## src/source/fifo_sync.sv

```systemverilog
// ~~~~~~~~~~~~~~~~~~~~~~~~~~~~~~~~~~~~~~~~~~~~~~~~~~
// Small synchronous FIFO for one sorter lane
// Registered flags, distributed memory, async read
// ~~~~~~~~~~~~~~~~~~~~~~~~~~~~~~~~~~~~~~~~~~~~~~~~~~

`default_nettype none
`timescale 1ns/10ps

module fifo_sync
#(
   parameter int DW = 16,                    // Data width
   parameter int AW = 5                      // Address width for 2**AW entries
)
(
   input  wire logic          clk,
   input  wire logic          reset,
   input  wire logic [DW-1:0] wr_data,
   input  wire logic          wr_en,         // Caller keeps this low when full
   input  wire logic          rd_en,         // Caller keeps this low when empty
   output logic      [DW-1:0] rd_data,
   output logic               rd_empty,
   output logic               wr_full
);

   logic [AW-1:0] wr_addr;                   // Next slot to write
   logic [AW-1:0] rd_addr;                   // Slot shown on rd_data
   logic [AW-1:0] count;                     // Wraps to 0 at full where wr_full tells apart

   logic [DW-1:0] mem [0:(2**AW)-1];         // Register array that maps to LUT RAM

   // Pointer, count and flag update
   always_ff @(posedge clk)
   begin
      if (reset)
      begin
         wr_addr  <= '0;
         rd_addr  <= '0;
         count    <= '0;
         rd_empty <= 1'b1;
         wr_full  <= 1'b0;
      end
      else
      begin
         if (wr_en && rd_en)
         begin
            wr_addr <= wr_addr + 1'b1;       // Pass-through keeps the count
            rd_addr <= rd_addr + 1'b1;
         end
         else if (wr_en)
         begin
            wr_addr  <= wr_addr + 1'b1;
            count    <= count + 1'b1;
            rd_empty <= 1'b0;
            if (&count)
            begin
               wr_full <= 1'b1;              // Last free slot taken
            end
         end
         else if (rd_en)
         begin
            rd_addr <= rd_addr + 1'b1;
            count   <= count - 1'b1;
            wr_full <= 1'b0;
            if (count == AW'(1))
            begin
               rd_empty <= 1'b1;             // Last entry leaves
            end
         end
      end
   end

   // Storage written on the edge
   always_ff @(posedge clk)
   begin
      if (wr_en)
      begin
         mem[wr_addr] <= wr_data;
      end
   end

   // Head of queue with no read latency
   assign rd_data = mem[rd_addr];

endmodule

`default_nettype wire

```

## config.mk

```make
export PLATFORM = sky130hd
export DESIGN_NAME = fifo_sync
export DESIGN_NICKNAME = d
export VERILOG_FILES = /design/src/source/fifo_sync.sv
export SDC_FILE = /design/constraint.sdc
export NUM_CORES = 1
export LEC_CHECK = 0
export BUFFER_PORTS_ARGS = -buffer_cell sky130_fd_sc_hd__buf_2
export CORE_UTILIZATION = 35
export DETAILED_ROUTE_END_ITERATION = 6
export GPL_TIMING_DRIVEN = 0
export HOLD_SLACK_MARGIN = 0.05
export PLACE_DENSITY = 0.5
export SYNTH_ARGS = -nofsm -noshare
export SYNTH_HDL_FRONTEND = slang
export SYNTH_SLANG_ARGS = --single-unit
```

## constraint.sdc

```tcl
create_clock -name clk -period 3.94 [get_ports clk]
set_input_delay 0.197 -clock clk [delete_from_list [all_inputs] [get_ports clk]]
set_output_delay 0.197 -clock clk [all_outputs]
set_load 0.005 [all_outputs]
```

==> impl_metrics.xml <==
<?xml version="1.0" encoding="UTF-8"?>
<metrics>
  <group name="sta">
    <metric name="clock-skew-final" unit="ns">0.0152</metric>
    <metric name="report.final.setup_viol" unit="">0</metric>
    <metric name="hold_viol" unit="">0</metric>
    <metric name="timing.final.crit_share" unit="%">80.4</metric>
    <metric name="report.final.slew_viol_count" unit="">0</metric>
    <metric name="rsz0062_at_grt" unit="">false</metric>
    <metric name="fmaxAchievable" unit="MHz">316</metric>
    <metric name="hold_ws" unit="ns">0.185</metric>
    <metric name="final_critical_path_setup_slack" unit="ns">0.772</metric>
    <metric name="timing.max_slew.rel_slack" unit="%">34.3</metric>
    <metric name="fin_crit" unit="ns">3.17</metric>
    <metric name="worst-slew-pin-transition" unit="ns">0.984</metric>
    <metric name="final.setup.tns" unit="ns">0</metric>
  </group>
  <group name="logic_synthesis">
    <metric name="synthCells" unit="">1237</metric>
    <metric name="async_flop_share" unit="%">0</metric>
    <metric name="synth.area.mux_share" unit="%">12.2</metric>
    <metric name="synth-main-ff-cell" unit="">edfxtp_1</metric>
    <metric name="synth_simple_gate_area_share" unit="%">4.03</metric>
    <metric name="postSynthAreaPerCell" unit="um2">17.1</metric>
    <metric name="synth_compound_area_share" unit="%">5.25</metric>
    <metric name="synth_enable_flop_cells" unit="">512</metric>
    <metric name="synth-warning-count" unit="">0</metric>
    <metric name="syn_nets" unit="">1269</metric>
    <metric name="ys_ff_latch" unit="">534</metric>
    <metric name="number_of_distinct_library_cells_after_synthesis" unit="">39</metric>
    <metric name="adder_and_majority_cell_fraction_of_the_synthesized_area" unit="%">0.708</metric>
    <metric name="synth_seq_area_share" unit="%">74.6</metric>
    <metric name="post_synth_xor_xnor_area" unit="%">0.454</metric>
    <metric name="dominant_combinational_cell_family_by_area_after_synthesis" unit="">multiplexers</metric>
    <metric name="area_of_the_mapped_netlist" unit="mm2">0.0212</metric>
  </group>
  <group name="worst_setup_path">
    <metric name="criticalPathCategory" unit="">flip-flop to output pin</metric>
    <metric name="timing.critical_path.required" unit="ns">3.74</metric>
    <metric name="worst_setup_path_start_kind" unit="">flip-flop</metric>
    <metric name="crit_fanout" unit="">10</metric>
    <metric name="arrival" unit="ns">2.97</metric>
    <metric name="setup.worst_path.end_class" unit="">output pin</metric>
  </group>
  <group name="run_status">
    <metric name="result_of_the_run" unit="">finished, final reports clean</metric>
  </group>
  <group name="floorplanning">
    <metric name="boundary_pins" unit="">38</metric>
    <metric name="floorplan.die_area" unit="mm2">0.0616</metric>
    <metric name="chipWidth" unit="um">248</metric>
    <metric name="initial_core_utilization" unit="%">35.7</metric>
    <metric name="coreArea" unit="mm2">0.0595</metric>
    <metric name="fp-row-count" unit="">89</metric>
    <metric name="die_height" unit="um">248</metric>
  </group>
  <group name="worst_hold_path">
    <metric name="min-delay-path-class" unit="">primary input to flip-flop</metric>
  </group>
  <group name="finish">
    <metric name="final_net_count" unit="">1388</metric>
    <metric name="diodes" unit="">0</metric>
    <metric name="layout-drive-gt1-share" unit="%">15.5</metric>
    <metric name="layout.cells.most_common" unit="">edfxtp_1</metric>
    <metric name="area_growth" unit="%">15.4</metric>
    <metric name="layout.cells.most_common_list" unit="">edfxtp_1 (512), mux2i_1 (258), a22oi_1 (64)</metric>
    <metric name="post_layout_nonfiller_instances" unit="">2170</metric>
  </group>
  <group name="cts">
    <metric name="cts.reportedPaths.clkPinSlew" unit="ns">0.06</metric>
    <metric name="ctsHtreeMaxLevel" unit="">2</metric>
    <metric name="cts_resized" unit="">0</metric>
    <metric name="holdBufCountCts" unit="">2</metric>
    <metric name="tritoncts" unit="">built</metric>
    <metric name="postCtsSetupRepairBufs" unit="">0</metric>
    <metric name="clk_path_buf_depth" unit="">3</metric>
    <metric name="clock_latency_of_the_later_clocked_register_in_the_worst_skew_pair" unit="ns">0.60</metric>
    <metric name="cts_bufs_inserted" unit="">56</metric>
    <metric name="clock-sinks" unit="">534</metric>
    <metric name="root_buffer" unit="">clkbuf_16</metric>
  </group>
  <group name="drt">
    <metric name="final_antenna_violating_net_count" unit="">0</metric>
    <metric name="detailedRoute.firstIterationViolations" unit="">888</metric>
    <metric name="wl_per_cell" unit="um">25.5</metric>
    <metric name="firstDrtPassIters" unit="">5</metric>
    <metric name="detail_route.wirelength" unit="um">55400</metric>
    <metric name="avgViaCountPerCell" unit="">5.27</metric>
    <metric name="vias" unit="">11400</metric>
    <metric name="detailed_route_drc_error_count" unit="">0</metric>
  </group>
  <group name="flow_run">
    <metric name="max_cap_violations" unit="">0</metric>
  </group>
  <group name="global_route">
    <metric name="grt_remaining_overflow" unit="">0</metric>
    <metric name="grt_antenna_before_repair" unit="">2</metric>
    <metric name="wire_length_of_the_first_global_routing_pass" unit="um">79400</metric>
    <metric name="grt_start_max_net_pins" unit="">33</metric>
    <metric name="grt_util_all_layers" unit="%">18.2</metric>
    <metric name="first_global_vias" unit="">11400</metric>
  </group>
  <group name="pwr">
    <metric name="share_clk_of_total_power" unit="%">40.0</metric>
    <metric name="switching_share" unit="%">23.0</metric>
    <metric name="switching_power" unit="uW">2830</metric>
    <metric name="powerDensity" unit="mW/mm2">503</metric>
    <metric name="internal_power" unit="uW">9480</metric>
    <metric name="power_leakage" unit="uW">0.00763</metric>
    <metric name="p_comb_share" unit="%">8.8</metric>
    <metric name="p_seq_share" unit="%">51.2</metric>
    <metric name="max-vdd-ir-drop" unit="uV">276</metric>
  </group>
  <group name="placement">
    <metric name="globalplace.congestion" unit="">0.790</metric>
    <metric name="place_hpwl" unit="um">35800</metric>
    <metric name="port_buffers" unit="">36</metric>
    <metric name="placed_cells_incl_taps" unit="">2069</metric>
    <metric name="place_worst_setup_slack" unit="ns">1.38</metric>
  </group>
</metrics>
==> logic make-up (layout without fill, tap and decap cells) <==
family                   after synthesis  count (layout)
buffers and inverters                 80             240
AO/OA/AOI/OAI                        159             159
XOR/XNOR                              11              11
AND/OR/NAND/NOR                      183             183
multiplexers                         258             258
flip-flops                           534             534
adder cells (fa/ha/maj)               12              12
==> flip-flops by register name, indices dropped and copies added (netlist names), named ones only <==
signal    count
count         5
wr_full       1
rd_addr       5
rd_empty      1
mem         512
wr_addr       5
==> per-layer routing <==
| layer | routed length [um] | share of wire, % | vias to the layer above | global-route usage [%] |
|---|---|---|---|---|
| li1 | - | - | 5107 | - |
| met1 | 25700 | 46 | 5953 | 25.9 |
| met2 | 25600 | 46 | 290 | 28.7 |
| met3 | 2880 | 5.2 | 79 | 3.25 |
| met4 | 1160 | 2.1 | 2 | 4.66 |
| met5 | 13 | 0.023 | - | 0 |
==> power groups by stage <==
| stage | Sequential (uW) | Combinational [uW] | Clock (uW) |
|---|---|---|---|
| after floorplan | 6420 | 635 | 0 |
| after global placement | 6420 | 1090 | 0 |
| after detailed placement | 6420 | 1100 | 0 |
| after CTS | 6300 | 1110 | 5020 |
| after global routing | 6300 | 1160 | 5240 |
| final | 6300 | 1090 | 4920 |
==> worst paths after layout <==
path                             startpoint           to  slack, ns  cells after the start
worst max register to register   wr_addr[4]   mem[18][8]       1.45                      3
worst min-delay path            wr_data[15]  mem[31][15]       0.19                      1
worst max-delay path              flip-flop  rd_data[10]       0.77                      8
worst min register to register   wr_addr[1]   wr_addr[1]       0.52                      2
==> critical path, stage by stage (launching register included) <==
cell	delay (ns)
dfxtp_1	0.31
buf_4	0.21
or2_1	0.12
clkbuf_2	0.21
clkbuf_1	0.50
nor3_1	0.19
a31oi_1	0.48
nand3_1	0.16
buf_2	0.18
==> through the flow <==
| step | utilization, % | instance area [um2] | total power, uW |
|---|---|---|---|
| after floorplan | - | 21200 | 7050 |
| after CTS | 41.1 | 24500 | 12400 |
| after detailed placement | 38.3 | 22800 | 7520 |
| after global routing | 41.1 | 24500 | 12700 |
| final | 41.1 | 24500 | 12300 |
| after global placement | 37.6 | 22300 | 7510 |
==> cell usage after synthesis, drive strengths merged (2+ instances only) <==
| library cell | instances | area share [%] |
|---|---|---|
| xor2 | 6 | 0.25 |
| a31oi | 16 | 0.47 |
| clkbuf | 19 | 0.34 |
| o21ai | 4 | 0.094 |
| buf | 54 | 2.3 |
| or3 | 2 | 0.059 |
| edfxtp | 512 | 73 |
| nand3b | 3 | 0.11 |
| nand4 | 19 | 0.56 |
| nand3 | 34 | 0.80 |
| inv | 7 | 0.12 |
| dfxtp | 22 | 2.1 |
| nor2b | 2 | 0.059 |
| nor2 | 56 | 1.0 |
| mux2i | 258 | 12 |
| a22o | 32 | 1.3 |
| nor3 | 18 | 0.42 |
| nand2b | 2 | 0.059 |
| a22oi | 64 | 2.3 |
| xnor2 | 5 | 0.21 |
| a21oi | 39 | 0.92 |
| nand2 | 41 | 0.73 |
| ha | 12 | 0.71 |
==> layout make-up <==
type	instances	area, um2
Fill cell	5453	35000
Sequential cell	534	15800
Multi-Input combinational cell	623	4880
Clock buffer	68	1470
Tap cell	773	967
Buffer	73	564
Timing Repair Buffer	61	534
Clock inverter	31	210
Inverter	7	26.3
(Power assumes the default switching activity.)
