===== src/include/emesh_defines.svh =====
// ~~~~~~~~~~~~~~~~~~~~~~~~~~~~~~~~~~~~~~~~~~~~~~~~~~
// eMesh sorter sizing macros
// Lane count, FIFO depth, field widths, lane select
// ~~~~~~~~~~~~~~~~~~~~~~~~~~~~~~~~~~~~~~~~~~~~~~~~~~

`ifndef EMESH_DEFINES_SVH
`define EMESH_DEFINES_SVH

// Lane structure
`define EM_LANES 4                   // Number of FIFO lanes
`define EM_LANE_W 2                  // Lane index width is log2 of EM_LANES

// FIFO sizing
`define EM_FIFO_AW 5                 // 32 entries per lane

// Packet fields
`define EM_ADDR_W 32                 // Transaction address
`define EM_PAYLOAD_W 32              // Data or return tag
`define EM_REQ_ID_W 4                // Requester id in the read tag
`define EM_PKT_W 65                  // Write flag + address + payload

// Write steering uses address bits starting here
`define EM_LANE_SEL_LSB 12           // 4 KB interleave across lanes

`endif


===== src/source/emesh_pkg.sv =====
// ~~~~~~~~~~~~~~~~~~~~~~~~~~~~~~~~~~~~~~~~~~~~~~~~~~
// eMesh sorter types
// Packet layout and the two payload decodings
// ~~~~~~~~~~~~~~~~~~~~~~~~~~~~~~~~~~~~~~~~~~~~~~~~~~

`default_nettype none

`include "emesh_defines.svh"

package emesh_pkg;

   // Return tag carried by a read request
   typedef struct packed
   {
      logic [`EM_REQ_ID_W-1:0]                 req_id;    // Requester id steers the lane
      logic [`EM_PAYLOAD_W-`EM_REQ_ID_W-1:0]   ret_addr;  // Where the response goes
   } em_rd_tag_t;

   // One payload word with two meanings picked by the write flag
   typedef union packed
   {
      logic [`EM_PAYLOAD_W-1:0]  wr_view;    // Plain write data
      em_rd_tag_t                rd_view;    // Read return tag
   } em_payload_u;

   // Full transaction with the MSB first
   typedef struct packed
   {
      logic                      write;      // 1 = write, 0 = read request
      logic [`EM_ADDR_W-1:0]     addr;       // Target address
      em_payload_u               payload;    // Data or tag
   } em_packet_t;

   // Packet width must agree with the macro used for FIFO sizing
   localparam int EM_PKT_BITS = $bits(em_packet_t);

endpackage

`default_nettype wire


===== src/source/lane_dispatch.sv =====
// ~~~~~~~~~~~~~~~~~~~~~~~~~~~~~~~~~~~~~~~~~~~~~~~~~~
// Packet dispatcher that steers into FIFO lanes
// Writes by address, reads by requester id
// ~~~~~~~~~~~~~~~~~~~~~~~~~~~~~~~~~~~~~~~~~~~~~~~~~~

`default_nettype none
`timescale 1ns/10ps

`include "emesh_defines.svh"

module lane_dispatch import emesh_pkg::*;
(
   input  wire logic                  in_valid,
   output logic                       in_ready,
   input  wire em_packet_t            in_pkt,
   input  wire logic [`EM_LANES-1:0]  lane_full,      // wr_full of each lane
   output logic      [`EM_LANES-1:0]  lane_wr_en,     // One-hot and only on transfer
   output em_packet_t                 lane_wr_data    // Shared by all lanes
);

   logic [`EM_LANE_W-1:0] wr_lane;           // Lane from address bits
   logic [`EM_LANE_W-1:0] rd_lane;           // Lane from requester id
   logic [`EM_LANE_W-1:0] sel_lane;          // Lane this packet goes to
   logic [`EM_LANES-1:0]  sel_onehot;
   logic                  xfer;              // Handshake completes this edge

   // Writes interleave on an address field
   assign wr_lane = in_pkt.addr[`EM_LANE_SEL_LSB +: `EM_LANE_W];

   // Reads keep per-requester order so only the tag matters
   assign rd_lane = in_pkt.payload.rd_view.req_id[`EM_LANE_W-1:0];

   assign sel_lane = in_pkt.write ? wr_lane : rd_lane;

   // Decode to one-hot
   always_comb
   begin
      sel_onehot = '0;
      sel_onehot[sel_lane] = 1'b1;
   end

   // Back-pressure only from the targeted lane
   assign in_ready = ~lane_full[sel_lane];   // Does not look at in_valid

   assign xfer = in_valid & in_ready;

   assign lane_wr_en   = sel_onehot & {`EM_LANES{xfer}};   // Never set toward a full lane
   assign lane_wr_data = in_pkt;                            // Write enable picks the lane

endmodule

`default_nettype wire


===== config.mk =====
export PLATFORM = sky130hd
export DESIGN_NAME = lane_dispatch
export DESIGN_NICKNAME = d
export VERILOG_FILES = /design/src/source/emesh_pkg.sv /design/src/source/lane_dispatch.sv
export VERILOG_INCLUDE_DIRS = /design/src /design/src/include
export SDC_FILE = /design/constraint.sdc
export NUM_CORES = 1
export LEC_CHECK = 0
export BUFFER_PORTS_ARGS = -buffer_cell sky130_fd_sc_hd__buf_2
export CAP_MARGIN = 20
export CELL_PAD_IN_SITES_DETAIL_PLACEMENT = 0
export CELL_PAD_IN_SITES_GLOBAL_PLACEMENT = 2
export CORE_MARGIN = 2
export CORE_UTILIZATION = 10
export DETAILED_ROUTE_END_ITERATION = 16
export GPL_ROUTABILITY_DRIVEN = 1
export PLACE_DENSITY_LB_ADDON = 0.1
export SLEW_MARGIN = 20
export SYNTH_ARGS = -nofsm -noshare
export SYNTH_HDL_FRONTEND = slang
export SYNTH_SLANG_ARGS = --single-unit

===== constraint.sdc =====
create_clock -name vclk -period 1.2
set_input_delay 0 -clock vclk [all_inputs]
set_output_delay 0 -clock vclk [all_outputs]
set_load 0.02 [all_outputs]

==> out/qor.yml, run 1 <==
timing:
  setup_tns_ns: 0
  max_slew_margin_pct: 76.5
  period_share_pct: 92.1
  drv_slew: 0
  fin_crit_ns: 1.10
  hold_viol_final: 0
  tightest_slew_ns: 0.347
  setup_violations: 0
  grt_setup_unrepaired: "no"
  max_freq_mhz: 905
detailed_routing:
  post-route-drc-count: 0
  drt_wl_total_mm: 1.35
  drt_pass1_iterations: 2
  vias: 315
  ant_nets: 0
  routedWlPerCell_um: 10.7
  dr.first_iter.drc_count: 2
  viasPerCell: 2.50
yosys:
  ys_top_cells_by_count: "65 x buf_4, 2 x and3b_1"
  synth_top_cell_by_area: "buf_4"
  synth.most_common_cell: "buf_4"
  synth_top_area_share_pct: 71.2
  postSynthAreaPerCell_um2: 7.62
  synth_nets: 160
  synth_area_leaders: "buf_4 71%, and3b_1 2.6%, nand2b_4 2.0%, nor2b_4 2.0%, a31oi_2 1.8%"
  ys_seq_area_share_pct: 0
  netlist_area_um2: 686
  synthDistinctLibCells: 25
  synth_warnings: 0
  synthCells: 90
power_and_ir_drop:
  pwr-share-clk_pct: 0
  p_seq_share_pct: 0
  combPwrFrac_pct: 100.0
  power_leakage_nw: 0.173
  power.internal_uw: 53.5
  powerDensity_nw_per_um2: 321
  ir_worst_vdd_v: 0.0000311
  switching_share_pct: 59.1
  p_switching_uw: 77.2
critical_path:
  crit_buf_inv: 2
  critPathMaxStageDelay_ns: 0.37
  cp-end-kind: "primary output"
  critical_path.top_delay_family: "simple AND/OR/NAND/NOR gates"
  critical_path.max_fanout: 10
  worstPathArrival_ns: 1.10
  startpoint_type: "input port"
  crit_type: "in -> out"
  crit_path_cell_trace: "buf_2 -> nor4b_1 -> a31oi_2 -> nand4_2 -> and3b_1 -> buf_2"
  required_ns: 1.20
  crit_top_cell: "buf_2"
  critPathSlowestCell: "nor4b_1"
global_routing:
  overflow: 0
  grt_pass1_wl_mm: 1.90
  grt_pass1_vias: 334
  antenna_found_initial: 0
  grtUsageTotal_pct: 3.26
  grt_max_degree: 11
floorplan:
  ioPinCount: 140
  rows: 30
  fp.dieH_um: 86.8
  start_util_pct: 10.2
  core_area_um2: 6720
  die_w_um: 86.8
  dieArea_um2: 7540
placement:
  dp_hpwl_mm: 1.19
  dp.cells: 126
  place.gp.congestion: 0.626
  io_buffers: 20
run:
  maxCapViolations: 0
clock_tree:
  hold_buffers: 0
finish:
  register_area_um2: 0
  drive_gt1_share_pct: 60.9
  clock_buffers: 0
  final_nets: 118
  antenna_cells: 0
  finalNonFillerCells: 126
  area_growth_pct: -40.7
  seq_cell_count: 0
status:
  status: "finished clean"
hold_path:
  min_path_type: "in -> out"
-- what timing repair did --
action                                  in CTS  in global routing
setup buffers                                0                  0
endpoints found under the setup margin       0                  3
gates resized for setup                      0                  1
-- through the flow --
stage                     power (mW)  hold WS, ns  setup WS [ns]  util [%]  instance area, µm²
after CTS                      0.134     0.000137         0.0761      5.98                 402
after global routing           0.146    0.0000292        0.00617      6.05                 407
after floorplan                0.374        0.113          0.195         -                 686
after detailed placement       0.134     0.000137         0.0819      5.98                 402
after global placement         0.137     0.000137         0.0239      5.98                 402
final                          0.131   0.00000561         0.0950      6.05                 407
-- area by class of cell --
type | count | area, µm²
Fill cell | 776 | 6310
Multi-Input combinational cell | 23 | 188
Timing Repair Buffer | 22 | 115
Tap cell | 80 | 100
Inverter | 1 | 3.75
-- routing by layer --
layer | routed length, µm | global-route usage [%] | up-vias
li1 | - | - | 142
met1 | 490 | 3.47 | 147
met2 | 677 | 6.04 | 22
met3 | 168 | 0.952 | 4
met4 | 10 | 1.14 | 0
met5 | 0 | 0 | -
-- kinds of logic (layout without fill, tap and decap cells) --
group	after synthesis	count (layout)	synth area share [%]
buffers and inverters	67	23	73.4
AO/OA/AOI/OAI	8	8	9.49
AND/OR/NAND/NOR	15	15	17.2
-- path summary, 6_finish.rpt --
check | endpoint | cells after the start | start
hold / removal | lane_wr_data[56] | 0 | in_pkt[56]
setup / recovery | lane_wr_en[3] | 6 | in_pkt[64]
-- cells in the final DEF (no fill, tap or decap) --
| master | n |
|---|---|
| a21o_1 | 1 |
| a22oi_1 | 1 |
| a31oi_2 | 1 |
| a41oi_1 | 1 |
| and2_1 | 1 |
| and3_1 | 1 |
| and3b_1 | 2 |
| buf_2 | 20 |
| buf_4 | 2 |
| inv_1 | 1 |
| nand2_1 | 1 |
| nand2b_4 | 1 |
| nand3_1 | 1 |
| nand3b_1 | 1 |
| nand4_2 | 1 |
| nor2_1 | 1 |
| nor2b_4 | 1 |
| nor3_1 | 1 |
| nor3b_2 | 1 |
| nor4b_1 | 1 |
| o21ai_0 | 1 |
| o21bai_1 | 1 |
| o22ai_1 | 1 |
| o32a_1 | 1 |
| or2_2 | 1 |
-- power by group through the flow --
stage / registers [mW] / logic [mW] / clock network (mW)
final: 0 / 0.131 / 0
after detailed placement: 0 / 0.134 / 0
after global placement: 0 / 0.137 / 0
after floorplan: 0 / 0.374 / 0
after global routing: 0 / 0.146 / 0
after CTS: 0 / 0.134 / 0
Power figures use the tool's default switching activity.
==> run 2, diff against run 1 <==
==> constraint.sdc (replaced) <==
create_clock -name vclk -period 1.2
set_input_delay 0 -clock vclk [all_inputs]
set_output_delay 0 -clock vclk [all_outputs]
set_load 0.05 [all_outputs]
==> out/qor.yml, run 2 (synthesized netlist as in run 1, its figures left out) <==
status:
  status: "finished clean"  # unchanged
finish:
  clock_buffers: 0  # unchanged
  area_growth_pct: -28.6  # was -40.7%
  postLayoutCoreUtil_pct: 7.28  # was 6.05%
  register_area_um2: 0  # unchanged
  antenna_cells: 0  # unchanged
  drive_gt1_share_pct: 72.9  # was 60.9%
  mostFrequentLayoutCell: "buf_2"  # unchanged
  seq_cell_count: 0  # unchanged
  final_cell_mix: "13 x buf_2, 7 x buf_4, 2 x and3b_2, 2 x buf_6"  # was 20 x buf_2, 2 x and3b_1, 2 x buf_4
  final_nets: 120  # was 118
timing:
  setup_violations: 0  # unchanged
  hold_viol_final: 0  # unchanged
  tightest_slew_ns: 0.319  # was 0.347 ns
  max_slew_margin_pct: 78.7  # was 76.5%
  period_share_pct: 94.9  # was 92.1%
  max_freq_mhz: 878  # was 905 MHz
  setup_tns_ns: 0  # unchanged
  drv_slew: 0  # unchanged
  grt_setup_unrepaired: "no"  # unchanged
  fin_crit_ns: 1.14  # was 1.10 ns
floorplan:
  dieArea_um2: 7540  # unchanged
  rows: 30  # unchanged
  ioPinCount: 140  # unchanged
  start_util_pct: 10.2  # unchanged
  die_w_um: 86.8  # unchanged
  fp.dieH_um: 86.8  # unchanged
  core_area_um2: 6720  # unchanged
run:
  maxCapViolations: 0  # unchanged
detailed_routing:
  ant_nets: 0  # unchanged
  dr.first_iter.drc_count: 10  # was 2
  viasPerCell: 2.73  # was 2.50
  post-route-drc-count: 0  # unchanged
  drt_pass1_iterations: 2  # unchanged
  vias: 350  # was 315
  routedWlPerCell_um: 11.0  # was 10.7 µm
  drt_wl_total_mm: 1.41  # was 1.35 mm
power_and_ir_drop:
  power_leakage_nw: 0.192  # was 0.173 nW
  powerDensity_nw_per_um2: 414  # was 321 nW/µm²
  ir_worst_vdd_v: 0.0000393  # was 0.0000311 V
  pwr-share-clk_pct: 0  # about the same
  power.internal_uw: 76.1  # was 53.5 µW
  p_seq_share_pct: 0  # about the same
  combPwrFrac_pct: 100.0  # about the same
  switching_share_pct: 62.4  # was 59.1%
  p_switching_uw: 127  # was 77.2 µW
hold_path:
  hold_end: "lane_wr_data[18]"  # was lane_wr_data[56]
  min_path_type: "in -> out"  # unchanged
  hp-start: "in_pkt[18]"  # was in_pkt[56]
  hold_path_depth: 0  # unchanged
clock_tree:
  cts_setup_buffers: 0  # unchanged
critical_path:
  worstPathArrival_ns: 1.14  # was 1.10 ns
  required_ns: 1.20  # about the same
  crit_type: "in -> out"  # unchanged
  critical_path.max_fanout: 5  # was 10
  startpoint_type: "input port"  # unchanged
  cp-end-kind: "primary output"  # unchanged
global_routing:
  overflow: 0  # unchanged
  grt_pass1_wl_mm: 2.10  # was 1.90 mm
  grt_max_degree: 11  # unchanged
  grt_pass1_vias: 379  # was 334
  antenna_found_initial: 0  # unchanged
  grtUsageTotal_pct: 3.49  # was 3.26%
placement:
  io_buffers: 20  # unchanged
  place.gp.congestion: 0.600  # was 0.626
  dp_hpwl_mm: 1.24  # was 1.19 mm
[run 2: layout make-up]
class | count | area, µm²
Fill cell | 767 | 6230
Inverter | 1 | 3.75
Multi-Input combinational cell | 23 | 223
Tap cell | 80 | 100
Timing Repair Buffer | 24 | 163
[run 2: power by group through the flow]
stage               logic (mW)  registers [mW]  clock network [mW]
floorplan                0.670               0                   0
global placement         0.195               0                   0
detailed placement       0.191               0                   0
CTS                      0.195               0                   0
global route             0.217               0                   0
finish                   0.203               0                   0
[run 2: layer usage]
layer  wire length [µm]  global-route usage, %  vias up
met1                450                   3.07      154
met5                  0                      0        -
li1                   -                      -      147
met2                771                   6.66       37
met4                 25                   1.99        0
met3                163                   1.33       12
[run 2: how the worst max path moves through the flow]
stage                                to        from  slack (ns)  cells after the start
after floorplan           lane_wr_en[2]  in_pkt[64]        0.03                      5
after global placement    lane_wr_en[2]  in_pkt[28]       -0.06                      7
after detailed placement  lane_wr_en[3]  in_pkt[28]       -0.06                      7
after CTS                 lane_wr_en[1]  in_pkt[28]       0.003                      7
after global routing      lane_wr_en[3]  in_pkt[45]        0.01                      6
final                     lane_wr_en[3]  in_pkt[45]        0.06                      6
[run 2: repair_timing]
item	CTS	global route
pin swaps	0	1
hold buffers	0	0
gates resized for setup	5	11
endpoints found under the setup margin	4	5
[run 2: critical path, cell delays in order]
cell     delay (ns)
buf_2          0.14
or2_2          0.27
o32a_1         0.24
nand4_4        0.13
and3b_2        0.21
buf_8          0.14
[run 2: through the flow]
stage	power, mW	hold slack, ns	area, µm²	worst slack, ns	instances
4_1_cts	0.195	0.000341	450	0.00344	128
3_5_place_dp	0.191	0.000341	437	-0.0580	128
3_3_place_gp	0.195	0.000341	437	-0.0598	128
2_1_floorplan	0.670	0.167	706	0.0306	90
5_1_grt	0.217	0.0000718	489	0.0115	128
6_report	0.203	0.0000220	489	0.0616	128
