File: src/include/emesh_defines.svh
// ~~~~~~~~~~~~~~~~~~~~~~~~~~~~~~~~~~~~~~~~~~~~~~~~~~
// eMesh sorter sizing macros
// Lane count, FIFO depth, field widths, lane select
// ~~~~~~~~~~~~~~~~~~~~~~~~~~~~~~~~~~~~~~~~~~~~~~~~~~

`ifndef EMESH_DEFINES_SVH
`define EMESH_DEFINES_SVH

// Lane structure
`define EM_LANES 4                   // Number of FIFO lanes
`define EM_LANE_W 2                  // Lane index width is log2 of EM_LANES

// FIFO sizing
`define EM_FIFO_AW 5                 // 32 entries per lane

// Packet fields
`define EM_ADDR_W 32                 // Transaction address
`define EM_PAYLOAD_W 32              // Data or return tag
`define EM_REQ_ID_W 4                // Requester id in the read tag
`define EM_PKT_W 65                  // Write flag + address + payload

// Write steering uses address bits starting here
`define EM_LANE_SEL_LSB 12           // 4 KB interleave across lanes

`endif

File: src/source/emesh_pkg.sv
// ~~~~~~~~~~~~~~~~~~~~~~~~~~~~~~~~~~~~~~~~~~~~~~~~~~
// eMesh sorter types
// Packet layout and the two payload decodings
// ~~~~~~~~~~~~~~~~~~~~~~~~~~~~~~~~~~~~~~~~~~~~~~~~~~

`default_nettype none

`include "emesh_defines.svh"

package emesh_pkg;

   // Return tag carried by a read request
   typedef struct packed
   {
      logic [`EM_REQ_ID_W-1:0]                 req_id;    // Requester id steers the lane
      logic [`EM_PAYLOAD_W-`EM_REQ_ID_W-1:0]   ret_addr;  // Where the response goes
   } em_rd_tag_t;

   // One payload word with two meanings picked by the write flag
   typedef union packed
   {
      logic [`EM_PAYLOAD_W-1:0]  wr_view;    // Plain write data
      em_rd_tag_t                rd_view;    // Read return tag
   } em_payload_u;

   // Full transaction with the MSB first
   typedef struct packed
   {
      logic                      write;      // 1 = write, 0 = read request
      logic [`EM_ADDR_W-1:0]     addr;       // Target address
      em_payload_u               payload;    // Data or tag
   } em_packet_t;

   // Packet width must agree with the macro used for FIFO sizing
   localparam int EM_PKT_BITS = $bits(em_packet_t);

endpackage

`default_nettype wire

File: src/source/lane_arbiter.sv
// ~~~~~~~~~~~~~~~~~~~~~~~~~~~~~~~~~~~~~~~~~~~~~~~~~~
// Round-robin drain of the FIFO lanes
// One registered output with valid/ready
// ~~~~~~~~~~~~~~~~~~~~~~~~~~~~~~~~~~~~~~~~~~~~~~~~~~

`default_nettype none
`timescale 1ns/10ps

`include "emesh_defines.svh"

module lane_arbiter import emesh_pkg::*;
(
   input  wire logic                              clk,
   input  wire logic                              reset,
   input  wire logic       [`EM_LANES-1:0]        lane_empty,
   input  wire em_packet_t [`EM_LANES-1:0]        lane_rd_data,   // Head of each lane
   output logic            [`EM_LANES-1:0]        lane_rd_en,     // One-hot pop
   output logic                                   out_valid,
   input  wire logic                              out_ready,
   output em_packet_t                             out_pkt
);

   logic [`EM_LANE_W-1:0] rr_ptr;            // Last lane served
   logic [`EM_LANE_W-1:0] grant_idx;         // Lane picked this cycle
   logic                  grant_found;       // Some lane has data
   logic                  load;              // Output register free this edge

   // Register is free if empty or being taken downstream
   assign load = ~out_valid | out_ready;

   // Search starts one past the pointer and wraps back to it
   always_comb
   begin : grant_search
      logic [`EM_LANE_W-1:0] cand;
      grant_found = 1'b0;
      grant_idx   = rr_ptr;
      cand        = rr_ptr;
      for (int i = 1; i <= `EM_LANES; i++)
      begin
         cand = rr_ptr + `EM_LANE_W'(i);     // i = EM_LANES wraps to rr_ptr
         if (!grant_found && !lane_empty[cand])
         begin
            grant_found = 1'b1;
            grant_idx   = cand;
         end
      end
   end

   // Pop only a non-empty lane and only when the register takes it
   always_comb
   begin
      lane_rd_en = '0;
      if (load && grant_found)
      begin
         lane_rd_en[grant_idx] = 1'b1;
      end
   end

   // Valid flag and round-robin pointer
   always_ff @(posedge clk)
   begin
      if (reset)
      begin
         out_valid <= 1'b0;
         rr_ptr    <= `EM_LANE_W'(`EM_LANES - 1);   // Lane 0 gets first turn
      end
      else if (load)
      begin
         out_valid <= grant_found;           // Drops when all lanes are dry
         if (grant_found)
         begin
            rr_ptr <= grant_idx;
         end
      end
   end

   // Payload register held while stalled
   always_ff @(posedge clk)
   begin
      if (load && grant_found)
      begin
         out_pkt <= lane_rd_data[grant_idx];
      end
   end

endmodule

`default_nettype wire

File: config.mk
export PLATFORM = sky130hd
export DESIGN_NAME = lane_arbiter
export DESIGN_NICKNAME = d
export VERILOG_FILES = /design/src/source/emesh_pkg.sv /design/src/source/lane_arbiter.sv
export VERILOG_INCLUDE_DIRS = /design/src /design/src/include
export SDC_FILE = /design/constraint.sdc
export NUM_CORES = 1
export LEC_CHECK = 0
export ABC_AREA = 1
export BUFFER_PORTS_ARGS = -buffer_cell sky130_fd_sc_hd__buf_2
export CORE_AREA = 2 2 132 134
export CTS_CLUSTER_DIAMETER = 150
export CTS_CLUSTER_SIZE = 30
export DETAILED_ROUTE_END_ITERATION = 12
export DIE_AREA = 0 0 134 136
export PLACE_DENSITY_LB_ADDON = 0.05
export SLEW_MARGIN = 20
export SYNTH_ARGS = -nofsm -noshare
export SYNTH_HDL_FRONTEND = slang
export SYNTH_SLANG_ARGS = --single-unit
File: constraint.sdc
create_clock -name clk -period 4.2 [get_ports clk]
set_input_delay 0.21 -clock clk [delete_from_list [all_inputs] [get_ports clk]]
set_output_delay 0.21 -clock clk [all_outputs]
set_load 0.01 [all_outputs]
==> results of run 1 <==
==> layout by cell type, fill, tap and decap left out, types with 5 or more instances in the layout <==
| cell | instances |
|---|---|
| inv_1 | 138 |
| edfxtp_1 | 65 |
| buf_12 | 5 |
| nand2_2 | 7 |
| nor2_1 | 5 |
| nand2_1 | 238 |
| buf_2 | 336 |
| buf_4 | 6 |
| clkbuf_16 | 9 |
| nand3_1 | 335 |
==> power groups by stage <==
stage                     Clock (mW)  Sequential [mW]  Combinational [mW]
after detailed placement           0             1.55                4.84
final                          0.680             1.54                4.78
after floorplan                    0             1.74                3.45
after global routing           0.719             1.57                5.43
after global placement             0             1.55                4.82
after CTS                      0.695             1.54                4.85
==> layout make-up <==
class	instances	share of cell area
antenna	3	0.000977
clock buffer	11	0.0303
clock inverter	4	0.00228
inverter	141	0.0689
multi-input combinational	598	0.361
sequential	68	0.262
tap	225	0.0367
timing repair buffer	347	0.238
==> sequential cells by signal (all words and copies together) (netlist names) <==
name	cells
rr_ptr	2
out_valid	1
out_pkt	65
==> kinds of logic (layout without fill, tap and decap cells) <==
family,count (synthesis),count (layout),share of synthesized area
AND/OR/NAND/NOR,594,594,0.476
flip-flops,68,68,0.353
AO/OA/AOI/OAI,3,3,0.00264
multiplexers,1,1,0.00198
buffers and inverters,213,503,0.166
other,0,3,0
==> metal layers <==
layer / vias to the layer above / track usage
met5: - / 0
met4: 0 / 0.0804
met3: 29 / 0.0470
met2: 289 / 0.371
met1: 3015 / 0.276
li1: 3422 / -
==> worst max-delay path: stages, from the launching register on <==
cell     delay, ns
dfxtp_1       0.62
inv_2         0.21
nand2_1       0.11
nand2_1       0.13
nand2_1       0.09
nand2_1       0.18
nand3_4       0.17
inv_2         0.05
nand2_1       0.08
nand2_2       0.48
nor3_1        0.34
buf_2         0.18
==> synthesized netlist by cell type <==
library cell,count
mux2_2,1
buf_6,6
nand2_4,1
nand2_2,9
a21oi_1,2
dfxtp_1,3
nand3_4,1
nand2_1,238
buf_1,1
nand4_2,2
nor3_1,2
inv_1,138
o21ai_0,1
buf_2,49
edfxtp_1,65
buf_4,10
clkbuf_1,6
nand3_1,335
inv_2,3
nor2_1,6
==> through the flow <==
| stage | utilization | setup WS [ns] | cells | hold slack (ns) |
|---|---|---|---|---|
| 3_3_place_gp | 0.440 | 1.23 | 1379 | 0.387 |
| 6_report | 0.455 | 1.01 | 1397 | 0.0430 |
| 5_1_grt | 0.455 | 0.685 | 1397 | 0.0487 |
| 2_1_floorplan | - | 0.759 | 879 | 0.279 |
| 3_5_place_dp | 0.440 | 1.18 | 1379 | 0.390 |
| 4_1_cts | 0.455 | 0.950 | 1394 | 0.0308 |
==> path summary, 6_finish.rpt <==
path	startpoint	endpoint	slack, ns	depth (start not counted)
hold reg to reg	rr_ptr[1]	rr_ptr[1]	0.59	2
setup / recovery	rr_ptr[0]	lane_rd_en[2]	1.01	11
setup reg to reg	rr_ptr[0]	out_pkt[48]	1.21	12
hold / removal	reset	out_valid	0.04	2
==> run_results.csv, run 1 <==
group,metric,value,unit
global_route,grt_max_degree,78,
placement,port_buffers,336,
clock_network,cts_buffer_depth,2,
floorplan,io_pins,337,
routing,drc_errors,0,
sta,timing.final.crit_share,0.759,
critical_path,cp_max_fo,36,
clock_network,clkSinkCount,68,
clock_network,cts_tree,"yes",
yosys,netlist_area,5690,um^2
cells_and_area,multi_input_area,2770,um^2
placement,placed_cell_area,7420,um^2
yosys,synthDominantCellAreaShare,0.343,
pwr,switchingPower,3.62,mW
sta,drv_slew,0,
routing,first_pass_iters,7,
pwr,pwr_density_cell,911,nW/um^2
cells_and_area,nFillCells,1842,
yosys,yosysUniqueCellTypes,20,
global_route,grt_pass1_wl,31600,um
pwr,internal_power,3.37,mW
sta,fin_worst_skew,0.00526,ns
yosys,syn_area_per_cell,6.48,um^2
critical_path,path_class,"reg -> out",
pwr,p_leak,4.60,nW
job,drv_cap,0,
clock_network,cts-resized-gates,0,
routing,dr_total_vias,6755,
sta,worst_pin_slew,0.845,ns
critical_path,arrival,2.98,ns
routing,wl,20800,um
routing,ant_nets,0,
yosys,yosysWarningCount,0,
clock_network,cts_root_buf,"clkbuf_16",
clock_network,clkLatencyLatePin,0.33,ns
routing,drtIter0Drc,397,
yosys,synth-seq-area-share,0.353,
run_status,status,"finished, final reports clean",
routing,viasPerCell,4.84,
pwr,clkPwrFrac,0.097,
critical_path,start_kind,"flop",
floorplan,rows,48,
clock_network,htreeDepth,3,
floorplan,coreArea,16900,um^2
yosys,synth.net_count,1146,
routing,wl_met1,8670,um
yosys,syn_inst,879,
clock_network,postCtsSetupBuffers,0,
min_path,hold_class,"in -> reg",
floorplan,start_util,0.337,
sta,finalSetupTns,0,ns
pwr,p_sw_frac,0.518,
placement,place_hpwl,14600,um
routing,wl_met3,1730,um
floorplan,die_y,136,um
global_route,grtUsageTotal,0.219,
global_route,grt_pass1_vias,6134,
floorplan,die-area,18200,um^2
cells_and_area,finalNetCount,1432,
cells_and_area,final_area,7680,um^2
routing,routedWlPerCell,14.9,um
sta,finalHoldViolCount,0,
critical_path,cp_data_required_time,3.99,ns
cells_and_area,drive_gt1_frac,0.322,
clock_network,numCtsBuffers,9,
placement,gp_congestion,0.798,
global_route,antenna_found_initial,3,
routing,route.met2.wl,9950,um
pwr,seq_power_share,0.220,
sta,max_freq,0.314,GHz
routing,top_layer,"met4",
floorplan,die_x,134,um
yosys,ys_seq_elements,68,
sta,min_period,3.19,ns
pwr,vdd_drop_max,410,uV
pwr,finalPower,7.00,mW
critical_path,critPathCaptureType,"primary output",
clock_network,ctsHoldBuffers,0,
clock_network,clk_pin_slew,0.06,ns
sta,finalSetupViolCount,0,
cells_and_area,seqCellArea,2010,um^2
cells_and_area,area_growth,34.9,%
yosys,synth_top_area_cell,"edfxtp_1",
pwr,power_frac_comb,0.683,
yosys,synth.area.top_cells,"edfxtp_1 34%, nand3_1 29%, nand2_1 16%",
sta,grt_setup_unrepaired,"false",
global_route,grt_overflow,0,
sta,max_slew_margin,0.436,
(Power assumes the default switching activity.)
==> inputs of run 2 (changes only) <==
--- a/config.mk
+++ b/config.mk
@@ -6,13 +6,13 @@
 export SDC_FILE = /design/constraint.sdc
 export NUM_CORES = 1
 export LEC_CHECK = 0
-export ABC_AREA = 1
+export ABC_AREA = 0
 export BUFFER_PORTS_ARGS = -buffer_cell sky130_fd_sc_hd__buf_2
-export CORE_AREA = 2 2 132 134
+export CORE_AREA = 2 2 129 131
 export CTS_CLUSTER_DIAMETER = 150
 export CTS_CLUSTER_SIZE = 30
 export DETAILED_ROUTE_END_ITERATION = 12
-export DIE_AREA = 0 0 134 136
+export DIE_AREA = 0 0 131 133
 export PLACE_DENSITY_LB_ADDON = 0.05
 export SLEW_MARGIN = 20
 export SYNTH_ARGS = -nofsm -noshare
==> constraint.sdc (replaced) <==
create_clock -name clk -period 3.2 [get_ports clk]
set_input_delay 0.16 -clock clk [delete_from_list [all_inputs] [get_ports clk]]
set_output_delay 0.16 -clock clk [all_outputs]
set_load 0.01 [all_outputs]
==> run_results.csv, run 2 <==
group,metric,value,unit
floorplan,coreArea,16200,um^2
yosys,synth.net_count,440,
yosys,yosysWarningCount,0,
sta,finalSetupViolCount,0,
global_route,grtUsageTotal,0.154,
min_path,hold_class,"in -> reg",
min_path,hold_path_depth,2,
clock_network,numCtsBuffers,9,
routing,wl,13400,um
cells_and_area,nFillCells,1588,
floorplan,die_y,133,um
sta,timing.final.crit_share,0.706,
placement,place_hpwl,11200,um
sta,max_slew_margin,0.576,
routing,viasPerCell,4.35,
yosys,synth_edf_count,65,
yosys,async_flop_share,0,
clock_network,ctsHoldBuffers,0,
pwr,p_sw_frac,0.263,
sta,finalHoldViolCount,0,
global_route,grt_pass1_wl,19600,um
yosys,netlist_area,3750,um^2
pwr,pwr_density_cell,532,nW/um^2
cells_and_area,final_common_cell,"buf_2",
clock_network,clk_pin_slew,0.05,ns
job,drv_cap,0,
clock_network,clkLatencyLatePin,0.34,ns
yosys,synth-seq-area-share,0.537,
critical_path,cp_max_fo,28,
clock_network,clkSinkCount,68,
routing,ant_nets,0,
yosys,syn_inst,173,
routing,first_pass_iters,4,
placement,placed_cell_area,5710,um^2
pwr,finalPower,3.19,mW
cells_and_area,stdcell_count,737,
critical_path,worstRegToRegCells,4,
routing,drc_errors,0,
floorplan,die-area,17400,um^2
floorplan,start_util,0.232,
routing,drtIter0Drc,91,
clock_network,htreeDepth,3,
yosys,synthDominantCellAreaShare,0.521,
cells_and_area,finish.utilization,0.370,
critical_path,arrival,2.32,ns
cells_and_area,largest_reg_flops,65,
cells_and_area,top_register,"out_pkt",
critical_path,path_class,"reg -> reg",
cells_and_area,final_area,5980,um^2
clock_network,cts_tree,"yes",
global_route,grt_overflow,0,
routing,dr_total_vias,3209,
pwr,vdd_drop_max,226,uV
clock_network,cts_root_buf,"clkbuf_16",
floorplan,io_pins,337,
placement,preCtsSetupSlack,0.887,ns
sta,drv_slew,0,
pwr,p_leak,2.67,nW
pwr,switchingPower,0.839,mW
yosys,synth_top_area_cell,"edfxtp_1",
run_status,status,"finished, final reports clean",
cells_and_area,area_growth,59.7,%
cells_and_area,reg_top3,"out_pkt: 65 flops, rr_ptr: 2 flops, out_valid: 1 flops",
sta,worst_pin_slew,0.622,ns
sta,grt_setup_unrepaired,"false",
pwr,internal_power,2.35,mW
cells_and_area,final_cell_mix,"336 x buf_2, 65 x mux4_2, 65 x edfxtp_1, 9 x clkbuf_16, 5 x buf_4",
yosys,yosysUniqueCellTypes,22,
cells_and_area,finalNetCount,780,
sta,finalSetupTns,0,ns
pwr,power_frac_comb,0.312,
sta,whs,0.0415,ns
floorplan,rows,47,
sta,max_freq,0.442,GHz
clock_network,postCtsSetupBuffers,0,
routing,routedWlPerCell,18.2,um
placement,port_buffers,336,
yosys,synth_common_cells,"65 x edfxtp_1, 65 x mux4_2, 7 x buf_2",
pwr,seq_power_share,0.393,
placement,gp_congestion,0.738,
critical_path,critPathCaptureType,"flop",
pwr,clkPwrFrac,0.295,
sta,fin_worst_skew,0.00861,ns
yosys,synth_ff_type,"edfxtp_1",
cells_and_area,drive_gt1_frac,0.820,
clock_network,cts-resized-gates,0,
critical_path,cp_data_required_time,3.26,ns
yosys,syn_area_per_cell,21.7,um^2
critical_path,start_kind,"flop",
yosys,synth.area.top_cells,"edfxtp_1 52%, mux4_2 39%, dfxtp_1 1.6%",
clock_network,cts_buffer_depth,2,
sta,min_period,2.26,ns
floorplan,die_x,131,um
global_route,antenna_found_initial,0,
global_route,grt_max_degree,43,
cells_and_area,n_antenna_cell,0,
yosys,ys_seq_elements,68,
global_route,grt_pass1_vias,3508,
sta,setup_ws,0.940,ns
placement,dp_cells,722,
-- run 2: changes by cell type in the layout (fill, tap and decap cells not counted), moves of 2 or more --
cell,change
nand3_1,-334
nand2_1,-235
inv_1,-136
mux4_2,+65
nand2_2,-7
nor2b_1,+4
buf_12,-3
diode_2,-3
inv_2,-3
nand2_4,-3
clkinv_2,-2
nand4_4,-2
-- run 2: cell families after synthesis --
family	Yosys count	share of synthesized area
flip-flops	68	0.537
multiplexers	66	0.394
buffers and inverters	16	0.0294
AND/OR/NAND/NOR	15	0.0210
AO/OA/AOI/OAI	8	0.0184
-- run 2: routing by layer --
metal,vias to the layer above,track usage,share of wire
met2,202,0.286,0.54
met1,1517,0.155,0.33
li1,1474,-,-
met3,16,0.0485,0.11
met4,0,0.0644,0.020
met5,-,0,0
-- run 2: final cells by class --
| class | count | area (um^2) | share of cell area |
|---|---|---|---|
| repair buffers | 343 | 1760 | 0.294 |
| multi-input cells | 89 | 1660 | 0.277 |
| inverters | 2 | 7.51 | 0.00125 |
| flip-flops and latches | 68 | 2010 | 0.336 |
| well taps | 220 | 275 | 0.0460 |
| clock inverters | 4 | 41.3 | 0.00690 |
| clock buffers | 11 | 233 | 0.0389 |
-- run 2: power by group through the flow --
stage | sequential [mW] | combinational, mW | clock, mW
after floorplan | 1.37 | 0.494 | 0
after global placement | 1.27 | 1.02 | 0
after detailed placement | 1.27 | 1.02 | 0
after CTS | 1.26 | 1.02 | 0.983
after global routing | 1.28 | 1.09 | 1.00
final | 1.25 | 0.993 | 0.940
-- run 2: final timing paths --
path | endpoint | slack [ns] | startpoint
setup / recovery | out_pkt[51] | 0.94 | rr_ptr[0]
hold / removal | out_valid | 0.04 | reset
setup reg to reg | out_pkt[51] | 0.94 | rr_ptr[0]
hold reg to reg | out_valid | 0.53 | out_valid
-- run 2: worst max-delay path: stages, from the launching register on --
cell	delay, ns
dfxtp_1	0.42
o2bb2ai_1	0.16
mux2i_4	0.53
buf_12	0.32
mux4_2	0.54
